`config.mk`:
```
export PLATFORM = sky130hd
export DESIGN_NAME = register_allocate
export DESIGN_NICKNAME = d
export VERILOG_FILES = /design/src/alloc_pkg.sv /design/src/alloc_if.sv /design/src/general_register_file.sv /design/src/system_register_bank.sv /design/src/operand_latch.sv /design/src/register_allocate.sv
export SDC_FILE = /design/constraint.sdc
export NUM_CORES = 2
export LEC_CHECK = 0
export ABC_AREA = 1
export BUFFER_PORTS_ARGS = -buffer_cell sky130_fd_sc_hd__buf_2
export CELL_PAD_IN_SITES_DETAIL_PLACEMENT = 1
export CELL_PAD_IN_SITES_GLOBAL_PLACEMENT = 2
export CORE_MARGIN = 2
export CORE_UTILIZATION = 41
export DETAILED_ROUTE_END_ITERATION = 7
export PLACE_DENSITY = 0.92
export SYNTH_ARGS = -nofsm -noshare
export SYNTH_HDL_FRONTEND = slang
export SYNTH_SLANG_ARGS = --single-unit
```
`constraint.sdc`:
```
create_clock -name iCLOCK -period 17.48 [get_ports iCLOCK]
set_input_delay 3.496 -clock iCLOCK [delete_from_list [all_inputs] [get_ports iCLOCK]]
set_output_delay 3.496 -clock iCLOCK [all_outputs]
set_load 0.01 [all_outputs]
```
`src/alloc_pkg.sv`:
```
package alloc_pkg;

	localparam int DATA_W = 32;

	typedef logic [DATA_W-1:0] data_t;
	typedef logic [4:0] gr_ptr_t;

	// Opaque to this stage, decoded by execute
	typedef logic [4:0] cmd_t;

	typedef enum logic [4:0] {
		SYSREG_PSR  = 5'd0,
		SYSREG_SPR  = 5'd1,
		SYSREG_IDTR = 5'd2,
		SYSREG_PPSR = 5'd3
	} sysreg_id_t;

	// Status bits dropped on interrupt entry (6, 5 and 2)
	localparam data_t PSR_IRQ_CLEAR_MASK = 32'h0000_0064;

	// Register view of source 1
	typedef struct packed {
		logic [DATA_W-$bits(gr_ptr_t)-1:0] pad;
		gr_ptr_t ptr;
	} src1_reg_t;

	// Source 1 is an immediate or a register pointer
	typedef union packed {
		data_t imm;
		src1_reg_t rv;
	} src1_word_u;

endpackage

```
`src/alloc_if.sv`:
```
interface wb_if;
	import alloc_pkg::*;

	logic wb_valid;
	gr_ptr_t wb_dest;
	logic wb_dest_sysreg;
	logic wb_writeback;
	data_t wb_data;
	logic wb_spr_writeback;
	data_t wb_spr;

	modport sink (
		input wb_valid,
		input wb_dest,
		input wb_dest_sysreg,
		input wb_writeback,
		input wb_data,
		input wb_spr_writeback,
		input wb_spr
	);

endinterface

interface src_read_if;
	import alloc_pkg::*;

	gr_ptr_t ptr0;
	gr_ptr_t ptr1;
	data_t data0;
	data_t data1;
	logic hit0;
	logic hit1;

	modport requester (
		output ptr0,
		output ptr1,
		input data0,
		input data1,
		input hit0,
		input hit1
	);

	modport provider (
		input ptr0,
		input ptr1,
		output data0,
		output data1,
		output hit0,
		output hit1
	);

endinterface

```
`src/general_register_file.sv`:
```
module general_register_file #(
	parameter int GR_COUNT = 32
) (
	input logic iCLOCK,
	input logic inRESET,
	wb_if.sink wb,
	src_read_if.provider rd
);
	import alloc_pkg::*;

	data_t regs [GR_COUNT];
	logic wb_gr;
	logic wr_en;

	// Writeback aimed at the general registers
	assign wb_gr = wb.wb_valid && wb.wb_writeback && !wb.wb_dest_sysreg;

	// No array update while reset is held
	assign wr_en = inRESET && wb_gr;

	always_ff @(posedge iCLOCK) begin
		if (wr_en) begin
			regs[wb.wb_dest] <= wb.wb_data;
		end
	end

	function automatic logic [DATA_W:0] read_port(input gr_ptr_t ptr);
		logic [DATA_W:0] res;
		if (wb_gr && wb.wb_dest == ptr) begin
			// Same-cycle writeback wins over the stored value
			res = {1'b1, wb.wb_data};
		end else begin
			res = {1'b0, regs[ptr]};
		end
		return res;
	endfunction

	always_comb begin
		{rd.hit0, rd.data0} = read_port(rd.ptr0);
		{rd.hit1, rd.data1} = read_port(rd.ptr1);
	end

endmodule

```
`src/system_register_bank.sv`:
```
module system_register_bank (
	input logic iCLOCK,
	input logic inRESET,
	input logic irq_enter,
	input logic irq_return,
	wb_if.sink wb,
	src_read_if.provider rd,
	output alloc_pkg::data_t psr,
	output alloc_pkg::data_t ppsr,
	output alloc_pkg::data_t spr,
	output alloc_pkg::data_t idtr
);
	import alloc_pkg::*;

	logic sys_wr;
	logic spr_load;
	logic wr_psr;
	logic wr_ppsr;
	logic wr_spr;
	logic wr_idtr;

	assign sys_wr = wb.wb_valid && wb.wb_writeback && wb.wb_dest_sysreg;
	assign spr_load = wb.wb_valid && wb.wb_spr_writeback;

	assign wr_psr = sys_wr && (wb.wb_dest == SYSREG_PSR);
	assign wr_ppsr = sys_wr && (wb.wb_dest == SYSREG_PPSR);
	assign wr_spr = sys_wr && (wb.wb_dest == SYSREG_SPR);
	assign wr_idtr = sys_wr && (wb.wb_dest == SYSREG_IDTR);

	// Interrupt swaps take priority over writeback
	always_ff @(posedge iCLOCK or negedge inRESET) begin
		if (!inRESET) begin
			psr <= '0;
		end else if (irq_enter) begin
			psr <= psr & ~PSR_IRQ_CLEAR_MASK;
		end else if (irq_return) begin
			psr <= ppsr;
		end else if (wr_psr) begin
			psr <= wb.wb_data;
		end
	end

	always_ff @(posedge iCLOCK or negedge inRESET) begin
		if (!inRESET) begin
			ppsr <= '0;
		end else if (irq_enter) begin
			ppsr <= psr;
		end else if (wr_ppsr) begin
			ppsr <= wb.wb_data;
		end
	end

	// Stack pointer update from the load/store path beats a plain write
	always_ff @(posedge iCLOCK or negedge inRESET) begin
		if (!inRESET) begin
			spr <= '0;
		end else if (spr_load) begin
			spr <= wb.wb_spr;
		end else if (wr_spr) begin
			spr <= wb.wb_data;
		end
	end

	always_ff @(posedge iCLOCK or negedge inRESET) begin
		if (!inRESET) begin
			idtr <= '0;
		end else if (wr_idtr) begin
			idtr <= wb.wb_data;
		end
	end

	function automatic logic [DATA_W:0] read_port(input gr_ptr_t id);
		logic [DATA_W:0] res;
		case (sysreg_id_t'(id))
			SYSREG_PSR: res = {1'b1, psr};
			SYSREG_SPR: res = {1'b1, spr};
			SYSREG_IDTR: res = {1'b1, idtr};
			SYSREG_PPSR: res = {1'b1, ppsr};
			default: res = '0;
		endcase
		if (spr_load && id == SYSREG_SPR) begin
			res = {1'b1, wb.wb_spr};
		end else if (res[DATA_W] && sys_wr && wb.wb_dest == id) begin
			res = {1'b1, wb.wb_data};
		end
		return res;
	endfunction

	always_comb begin
		{rd.hit0, rd.data0} = read_port(rd.ptr0);
		{rd.hit1, rd.data1} = read_port(rd.ptr1);
	end

endmodule

```
`src/operand_latch.sv`:
```
module operand_latch (
	input logic iCLOCK,
	input logic inRESET,
	input logic flush,
	input logic in_valid,
	output logic in_ready,
	input alloc_pkg::gr_ptr_t in_src0_ptr,
	input logic in_src0_sysreg,
	input logic in_src1_sysreg,
	input logic in_src1_imm,
	input alloc_pkg::src1_word_u in_src1,
	input alloc_pkg::cmd_t in_cmd,
	input alloc_pkg::gr_ptr_t in_dest,
	input alloc_pkg::data_t in_pc,
	output logic out_valid,
	input logic out_ready,
	output alloc_pkg::data_t out_src0,
	output alloc_pkg::data_t out_src1,
	output alloc_pkg::cmd_t out_cmd,
	output alloc_pkg::gr_ptr_t out_dest,
	output alloc_pkg::data_t out_pc,
	src_read_if.requester gr,
	src_read_if.requester sys
);
	import alloc_pkg::*;

	logic accept;
	data_t src0_sel;
	data_t src1_sel;

	// Both readers look at the same pointers
	assign gr.ptr0 = in_src0_ptr;
	assign gr.ptr1 = in_src1.rv.ptr;
	assign sys.ptr0 = in_src0_ptr;
	assign sys.ptr1 = in_src1.rv.ptr;

	function automatic data_t pick_operand(
		input logic use_sys,
		input logic sys_hit,
		input data_t sys_data,
		input data_t gr_data
	);
		data_t res;
		if (use_sys) begin
			// unknown system register reads as zero
			res = sys_hit ? sys_data : '0;
		end else begin
			res = gr_data;
		end
		return res;
	endfunction

	always_comb begin
		src0_sel = pick_operand(in_src0_sysreg, sys.hit0, sys.data0, gr.data0);
		if (in_src1_imm) begin
			src1_sel = in_src1.imm;
		end else begin
			src1_sel = pick_operand(in_src1_sysreg, sys.hit1, sys.data1, gr.data1);
		end
	end

	// Free slot, or the held one leaves this cycle
	assign in_ready = !out_valid || out_ready;
	assign accept = in_valid && in_ready;

	always_ff @(posedge iCLOCK or negedge inRESET) begin
		if (!inRESET) begin
			out_valid <= 1'b0;
		end else if (flush) begin
			out_valid <= 1'b0;
		end else if (accept) begin
			out_valid <= 1'b1;
		end else if (out_ready) begin
			out_valid <= 1'b0;
		end
	end

	always_ff @(posedge iCLOCK) begin
		if (accept) begin
			out_src0 <= src0_sel;
			out_src1 <= src1_sel;
			out_cmd <= in_cmd;
			out_dest <= in_dest;
			out_pc <= in_pc;
		end
	end

endmodule

```
`src/register_allocate.sv`:
```
module register_allocate #(
	parameter int GR_COUNT = 32
) (
	input logic iCLOCK,
	input logic inRESET,
	input logic flush,
	input logic irq_enter,
	input logic irq_return,
	input logic in_valid,
	output logic in_ready,
	input alloc_pkg::gr_ptr_t in_src0_ptr,
	input logic in_src0_sysreg,
	input logic in_src1_sysreg,
	input logic in_src1_imm,
	input alloc_pkg::src1_word_u in_src1,
	input alloc_pkg::cmd_t in_cmd,
	input alloc_pkg::gr_ptr_t in_dest,
	input alloc_pkg::data_t in_pc,
	output logic out_valid,
	input logic out_ready,
	output alloc_pkg::data_t out_src0,
	output alloc_pkg::data_t out_src1,
	output alloc_pkg::cmd_t out_cmd,
	output alloc_pkg::gr_ptr_t out_dest,
	output alloc_pkg::data_t out_pc,
	output alloc_pkg::data_t psr,
	output alloc_pkg::data_t ppsr,
	output alloc_pkg::data_t spr,
	output alloc_pkg::data_t idtr,
	input logic wb_valid,
	input logic wb_dest_sysreg,
	input logic wb_writeback,
	input logic wb_spr_writeback,
	input alloc_pkg::gr_ptr_t wb_dest,
	input alloc_pkg::data_t wb_data,
	input alloc_pkg::data_t wb_spr
);

	wb_if wb ();
	src_read_if gr_rd ();
	src_read_if sys_rd ();

	// Writeback bundle shared by both register stores
	assign wb.wb_valid = wb_valid;
	assign wb.wb_dest = wb_dest;
	assign wb.wb_dest_sysreg = wb_dest_sysreg;
	assign wb.wb_writeback = wb_writeback;
	assign wb.wb_data = wb_data;
	assign wb.wb_spr_writeback = wb_spr_writeback;
	assign wb.wb_spr = wb_spr;

	general_register_file #(
		.GR_COUNT(GR_COUNT)
	) u_grf (
		.iCLOCK(iCLOCK),
		.inRESET(inRESET),
		.wb(wb),
		.rd(gr_rd)
	);

	system_register_bank u_sysreg (
		.iCLOCK(iCLOCK),
		.inRESET(inRESET),
		.irq_enter(irq_enter),
		.irq_return(irq_return),
		.wb(wb),
		.rd(sys_rd),
		.psr(psr),
		.ppsr(ppsr),
		.spr(spr),
		.idtr(idtr)
	);

	operand_latch u_latch (
		.iCLOCK(iCLOCK),
		.inRESET(inRESET),
		.flush(flush),
		.in_valid(in_valid),
		.in_ready(in_ready),
		.in_src0_ptr(in_src0_ptr),
		.in_src0_sysreg(in_src0_sysreg),
		.in_src1_sysreg(in_src1_sysreg),
		.in_src1_imm(in_src1_imm),
		.in_src1(in_src1),
		.in_cmd(in_cmd),
		.in_dest(in_dest),
		.in_pc(in_pc),
		.out_valid(out_valid),
		.out_ready(out_ready),
		.out_src0(out_src0),
		.out_src1(out_src1),
		.out_cmd(out_cmd),
		.out_dest(out_dest),
		.out_pc(out_pc),
		.gr(gr_rd),
		.sys(sys_rd)
	);

endmodule

```
Yosys cells after proc, flatten, opt, wreduce, memory -nomap -nowiden

Memory sizes are Yosys's and may differ from the RTL's.
Cells that the tools add are included.

Output and inout port bits: 236
Bits of input ports: 162
Memories kept: 1
RAM bits: 1,024
Register bits after elaboration: 235
Logic and storage cells: 79

Bitwise operators: 1
Eq/ne operators: 11
Mux-type cells: 25
Reductions and logical operators: 30

Memory list:

| name       | depth | bits a word | rd ports | clocked after memory_dff | write ports | line                        | source |
|---|---|---|---|---|---|---|---|
| u_grf.regs | 32    | 32          | 2        | 0                        | 1           | general_register_file.sv:11 | `data_t regs [GR_COUNT];` |

Operators by type and width:

| cell                                                | number |
|---|---|
| 2-to-1 mux 32 bit                                   | 13 |
| case mux 33 bit (4 select lines)                    | 2 |
| 2-to-1 mux 33 bit                                   | 4 |
| equality test 5 x 2 -> 1 bit, second input constant | 6 |
| logical AND 1 bit                                   | 18 |
| equality test 5 x 1 -> 1 bit, second input constant | 3 |
| logical NOT 5 bit                                   | 3 |
| equality test 5 bit                                 | 2 |
| 2-to-1 mux 7 bit                                    | 1 |
| nonzero test 2 bit                                  | 3 |
| nonzero test 3 bit                                  | 2 |
| 2-to-1 mux 1 bit                                    | 5 |
| logical NOT 1 bit                                   | 2 |
| AND reduction 2 bit                                 | 1 |
| logical OR 1 bit                                    | 1 |
| inverter 1 bit                                      | 1 |

Depth between registers and ports, before layout

Word-level depth: 9
Mapped depth: 17
Depth with buffers taken out: 15

By module

Synthesis repeated with hierarchy kept, for this count alone.

Cells, all modules: 8,287
Area, all modules: 68,678.4 sq um

Modules (own cells, without submodules):

| module                | area each (sq um) | instances | seq. area each (sq um) | cells an instance |
|---|---|---|---|---|
| general_register_file | 52,844.4          | 1         | 30,749.5               | 5,992 |
| system_register_bank  | 10,916.7          | 1         | 3,203.1                | 1,846 |
| operand_latch         | 4,917.2           | 1         | 3,208.1                | 449 |

Worst setup path before layout

Ideal clock, no wire load.

Path type: input to register
Start point: input port in_valid
End point: register u_latch.out_cmd[0] (enable)
Path buffers: 0
Setup time: 0.606 ns
Stages on the path: 2
Data arrival time: 8.650 ns
Slack: 8.224 ns
Cell sequence: inv_1 a21oi_1

Word-level cells in the longest chain between the ends: 1

Ends and longest elaborated chain:

| element              | line                   | source |
|---|---|---|
| start, declared      | register_allocate.sv:9 | `input logic in_valid,` |
| logical AND 1 bit    | operand_latch.sv:64    | `assign accept = in_valid && in_ready;` |
| via u_latch.accept   | operand_latch.sv:27    | `logic accept;` |
| end signal, assigned | operand_latch.sv:82    | `out_cmd <= in_cmd;` |
| end, declared        | operand_latch.sv:19    | `output alloc_pkg::cmd_t out_cmd,` |

The timed path passes the listed nets, and every way through them passes these cells.
A chain may end at the register's enable or synchronous reset.

Worst setup path after layout

Start point: input port in_src1[2] in the netlist's numbering
End point: register u_latch.out_src1[4] (data pin)

Word-level cells in the longest chain between the ends: 9

Ends and longest elaborated chain:

| element                                                    | line                       | source |
|---|---|---|
| start, declared                                            | register_allocate.sv:15    | `input alloc_pkg::src1_word_u in_src1,` |
| equality test 5 x 2 -> 1 bit, or another cell as far along | system_register_bank.sv:74 | `case (sysreg_id_t'(id))` |
| case mux 33 bit (4 select lines)                           | system_register_bank.sv:74 |  |
| logical AND 1 bit (2 in series)                            | system_register_bank.sv:83 | `end else if (res[DATA_W] && sys_wr && wb.wb_dest == id) begin` |
| 2-to-1 mux 33 bit                                          | system_register_bank.sv:83 |  |
| 2-to-1 mux 33 bit                                          | system_register_bank.sv:81 | `if (spr_load && id == SYSREG_SPR) begin` |
| 2-to-1 mux 32 bit                                          | operand_latch.sv:46        | `res = sys_hit ? sys_data : '0;` |
| 2-to-1 mux 32 bit *                                        | operand_latch.sv:44        | `if (use_sys) begin` |
| 2-to-1 mux 32 bit *                                        | operand_latch.sv:55        | `if (in_src1_imm) begin` |
| via u_latch.src1_sel[4]                                    | operand_latch.sv:29        | `data_t src1_sel;` |
| end signal, assigned                                       | operand_latch.sv:81        | `out_src1 <= src1_sel;` |
| end, declared                                              | operand_latch.sv:18        | `output alloc_pkg::data_t out_src1,` |

The timed path passes the listed nets; every way through them passes the cells marked *.

==> flow_summary.toml <==
[global_route]
grt_antenna_before_repair = 31
grt.overflow.total = 0
grt_pass1_vias = 62300
grt_start_max_net_pins = 137
grt_first_pass_wirelength_um = 425000
grt_util_all_layers_pct = 36.8

[cells_and_area]
drive_above_1_share_pct = 9.93
layout-area-overhead-vs-synth_pct = 13.1
multi_input_area_sq_mm = 0.0237
layout.cells.most_common_list = "sky130_fd_sc_hd__nand2_1, sky130_fd_sc_hd__edfxtp_1, sky130_fd_sc_hd__nand3_1"
post_layout_net_count = 7895
mostFrequentLayoutCell = "sky130_fd_sc_hd__nand2_1"
register_area_sq_mm = 0.0372
finalInstanceArea_sq_mm = 0.0723
fin_cells = 9900
num-fill-cells = 18100

[timing]
setup_ws_ns = 9.89
grt_setup_unrepaired = "false"
maxSlewViolCount = 0
max_clk_rate_ghz = 0.132
timing_worst_slew_pin_value_ns = 1.25
finalHoldViolations = 0
fin_setup_tns_ns = 0
period_share_pct = 43.4
finalHoldWorstSlack_ns = 0.571
timing.slew.headroom_pct = 16.6
final.setup_skew_ns = 0.0250
timing.final.crit_period_ns = 7.59
final-setup-viol-count = 0

[die]
initial_utilization_pct = 41.4
chipWidth_um = 399
die_y_um = 399
core_area_sq_mm = 0.154
design.die.area_sq_mm = 0.159
total_i_o_pin_count = 398
fp-row-count = 144

[clock_tree]
clock_sinks = 1259
clock_tree.buffer_depth = 3
tritoncts = "built"
clk-insertion-delay-late_ns = 0.80
clockRootBuffer = "sky130_fd_sc_hd__clkbuf_16"
cts_bufs_inserted = 142
post-cts-setup-buffers = 0
clock_tree.htree_level_count = 4
post_cts_resized = 0
worst_path_clk_slew_ns = 0.06
post_cts_hold_buffer_count = 0

[routing]
vias_per_cell = 6.18
detailedRoute.firstIterationViolations = 7775
ant_nets = 0
remaining_drc_errors = 0
detailroute.via_count = 61100
postRouteWirelength_um = 299000
dr.pass1.iters = 6
avgRoutedWirePerCell_um = 30.2

[worst_setup_path]
r2r_setup_slk_ns = 14.87
critical_path.endpoint_type = "flop"
critical_path.max_fanout = 44
critical_path_arrival_ns = 8.25
worst_ep_required_time_ns = 18.14
criticalPathCategory = "in2reg"
startpoint_type = "primary input"

[synthesis]
ys.warnings.count = 0
mean_post_synth_cell_area_sq_um = 8.47
synth-seq-cells = 1259
netlist_area_sq_mm = 0.0640
syn-instance-count = 7554
synth-seq-area-share_pct = 58.1
synth_cell_types = 33
synthesized_nets = 7716
yosys-top-cells-area = "sky130_fd_sc_hd__edfxtp_1, sky130_fd_sc_hd__nand2_1, sky130_fd_sc_hd__dfrtp_1"
synth_largest_type_area_fraction_pct = 53.1
post-synth-top-area-cell = "sky130_fd_sc_hd__edfxtp_1"

[place]
preCtsSetupSlack_ns = 9.39
place.detailed.hpwl_um = 176000
dpl_cell_area_sq_mm = 0.0679
gp_congestion = 0.887
io_buffers = 397
dp.cells = 9633

[power_and_ir_drop]
p_sw_share_pct = 27.8
pwr-share-seq_pct = 47.2
powerDensity_mw_per_mm2 = 99.6
leakagePower_nw = 30.2
worst_vdd_ir_mv = 0.113
power.combinational.fraction_pct = 12.3
clock_power_share_pct = 40.5
p_sw_w = 0.00201
internal_power_w = 0.00520

[min_path]
worst_min_path_class = "reg2reg"

[status]
outcome = "finished, final reports clean"

[run]
max_cap_violations = 0
[cells in the mapped netlist]
cell,instances
sky130_fd_sc_hd__nand2_1,3412
sky130_fd_sc_hd__edfxtp_1,1130
sky130_fd_sc_hd__nand3_1,518
sky130_fd_sc_hd__nor2_1,430
sky130_fd_sc_hd__inv_1,392
sky130_fd_sc_hd__o21ai_0,338
sky130_fd_sc_hd__clkbuf_1,313
sky130_fd_sc_hd__nand4_1,276
sky130_fd_sc_hd__dfrtp_1,129
sky130_fd_sc_hd__o211ai_1,118
sky130_fd_sc_hd__buf_2,115
sky130_fd_sc_hd__a21oi_1,101
sky130_fd_sc_hd__a22oi_1,86
sky130_fd_sc_hd__buf_1,60
sky130_fd_sc_hd__and2_1,47
sky130_fd_sc_hd__o22ai_1,35
sky130_fd_sc_hd__o21ai_1,16
sky130_fd_sc_hd__nand3b_1,6
sky130_fd_sc_hd__xnor2_1,5
sky130_fd_sc_hd__clkinv_1,4
sky130_fd_sc_hd__nor2_2,4
sky130_fd_sc_hd__inv_2,3
sky130_fd_sc_hd__xor2_1,3
sky130_fd_sc_hd__a31oi_1,2
sky130_fd_sc_hd__buf_4,2
sky130_fd_sc_hd__o2111ai_1,2
sky130_fd_sc_hd__nand2_2,1
sky130_fd_sc_hd__nor2_8,1
sky130_fd_sc_hd__nor3_1,1
sky130_fd_sc_hd__nor3b_1,1
sky130_fd_sc_hd__nor3b_2,1
sky130_fd_sc_hd__o41ai_2,1
sky130_fd_sc_hd__or2_1,1
[critical path, cell delays in order]
cell and delay [ns]:
sky130_fd_sc_hd__buf_4 0.56, sky130_fd_sc_hd__clkinv_2 0.97, sky130_fd_sc_hd__buf_4 0.67, sky130_fd_sc_hd__nand3_1 0.28
sky130_fd_sc_hd__nor2_2 0.05, sky130_fd_sc_hd__buf_4 0.31, sky130_fd_sc_hd__nand2_2 0.43, sky130_fd_sc_hd__buf_4 0.55
sky130_fd_sc_hd__o21ai_0 0.15, sky130_fd_sc_hd__inv_1 0.08, sky130_fd_sc_hd__nand2_1 0.25, sky130_fd_sc_hd__nand2_1 0.16
sky130_fd_sc_hd__nand2_1 0.06, sky130_fd_sc_hd__nand2_1 0.08
[metal layers]
| metal | GRT usage, % | part of all wire (%) | up-vias |
|---|---|---|---|
| met5 | 0 | 0.049 | - |
| met4 | 22.5 | 6.6 | 24 |
| met3 | 8.75 | 11 | 1017 |
| met2 | 57.4 | 45 | 3942 |
| met1 | 46.3 | 37 | 30600 |
| li1 | - | - | 25500 |
[final timing paths]
path                                                      end  cells past startpoint                           from
worst max-delay path            u_latch.out_src1[4]$_DFFE_PP_                     14                     in_src1[2]
worst min-delay path             u_sysreg.idtr[6]$_DFFE_PN0P_                      2   u_sysreg.idtr[6]$_DFFE_PN0P_
worst max register to register  u_latch.out_src0[9]$_DFFE_PP_                      3  u_latch.out_valid$_DFFE_PN0P_
worst min register to register   u_sysreg.idtr[6]$_DFFE_PN0P_                      2   u_sysreg.idtr[6]$_DFFE_PN0P_
max in group asynchronous         u_sysreg.spr[8]$_DFFE_PN0P_                      2                        inRESET
min in group asynchronous       u_sysreg.ppsr[14]$_DFFE_PN0P_                      1                        inRESET
[power groups by stage]
stage          logic, W  registers, W  clock network (W)
2_1_floorplan  0.000402       0.00347                  0
3_3_place_gp   0.000836       0.00346                  0
3_5_place_dp   0.000852       0.00346                  0
4_1_cts        0.000858       0.00340            0.00293
5_1_grt        0.000931       0.00341            0.00303
6_report       0.000885       0.00340            0.00292
[logic make-up after synthesis]
family / share of synthesized area (%)
buffers and inverters: 5.45
xor gates and xnor gates: 0.110
and+or+nand+nor: 30.0
AOI/OAI and AO/OA: 6.37
DFF: 58.1
[registers in the layout, indices dropped and copies added (netlist names)]
name and cells:
u_latch.out_dest 5, u_sysreg.spr 32, u_latch.out_pc 32, u_latch.out_src1 32, u_grf.regs 1024, u_sysreg.psr 32
u_latch.out_valid 1, u_latch.out_cmd 5, u_sysreg.ppsr 32, u_latch.out_src0 32, u_sysreg.idtr 32
[stage by stage]
stage          util (%)  power (W)
2_1_floorplan         -    0.00387
3_3_place_gp       44.0    0.00430
3_5_place_dp       44.0    0.00431
4_1_cts            46.8    0.00718
5_1_grt            46.8    0.00737
6_report           46.9    0.00721
[layout make-up]
type	instances	share of cell area, %
flip-flops and latches	1259	51.4
multi-input cells	5406	32.7
well taps	2044	3.54
clock buffers	197	5.40
diodes	18	0.0623
clock inverters	52	0.609
inverters	399	2.10
repair buffers	525	4.19
Note: power is estimated with default switching activity, not from simulation.
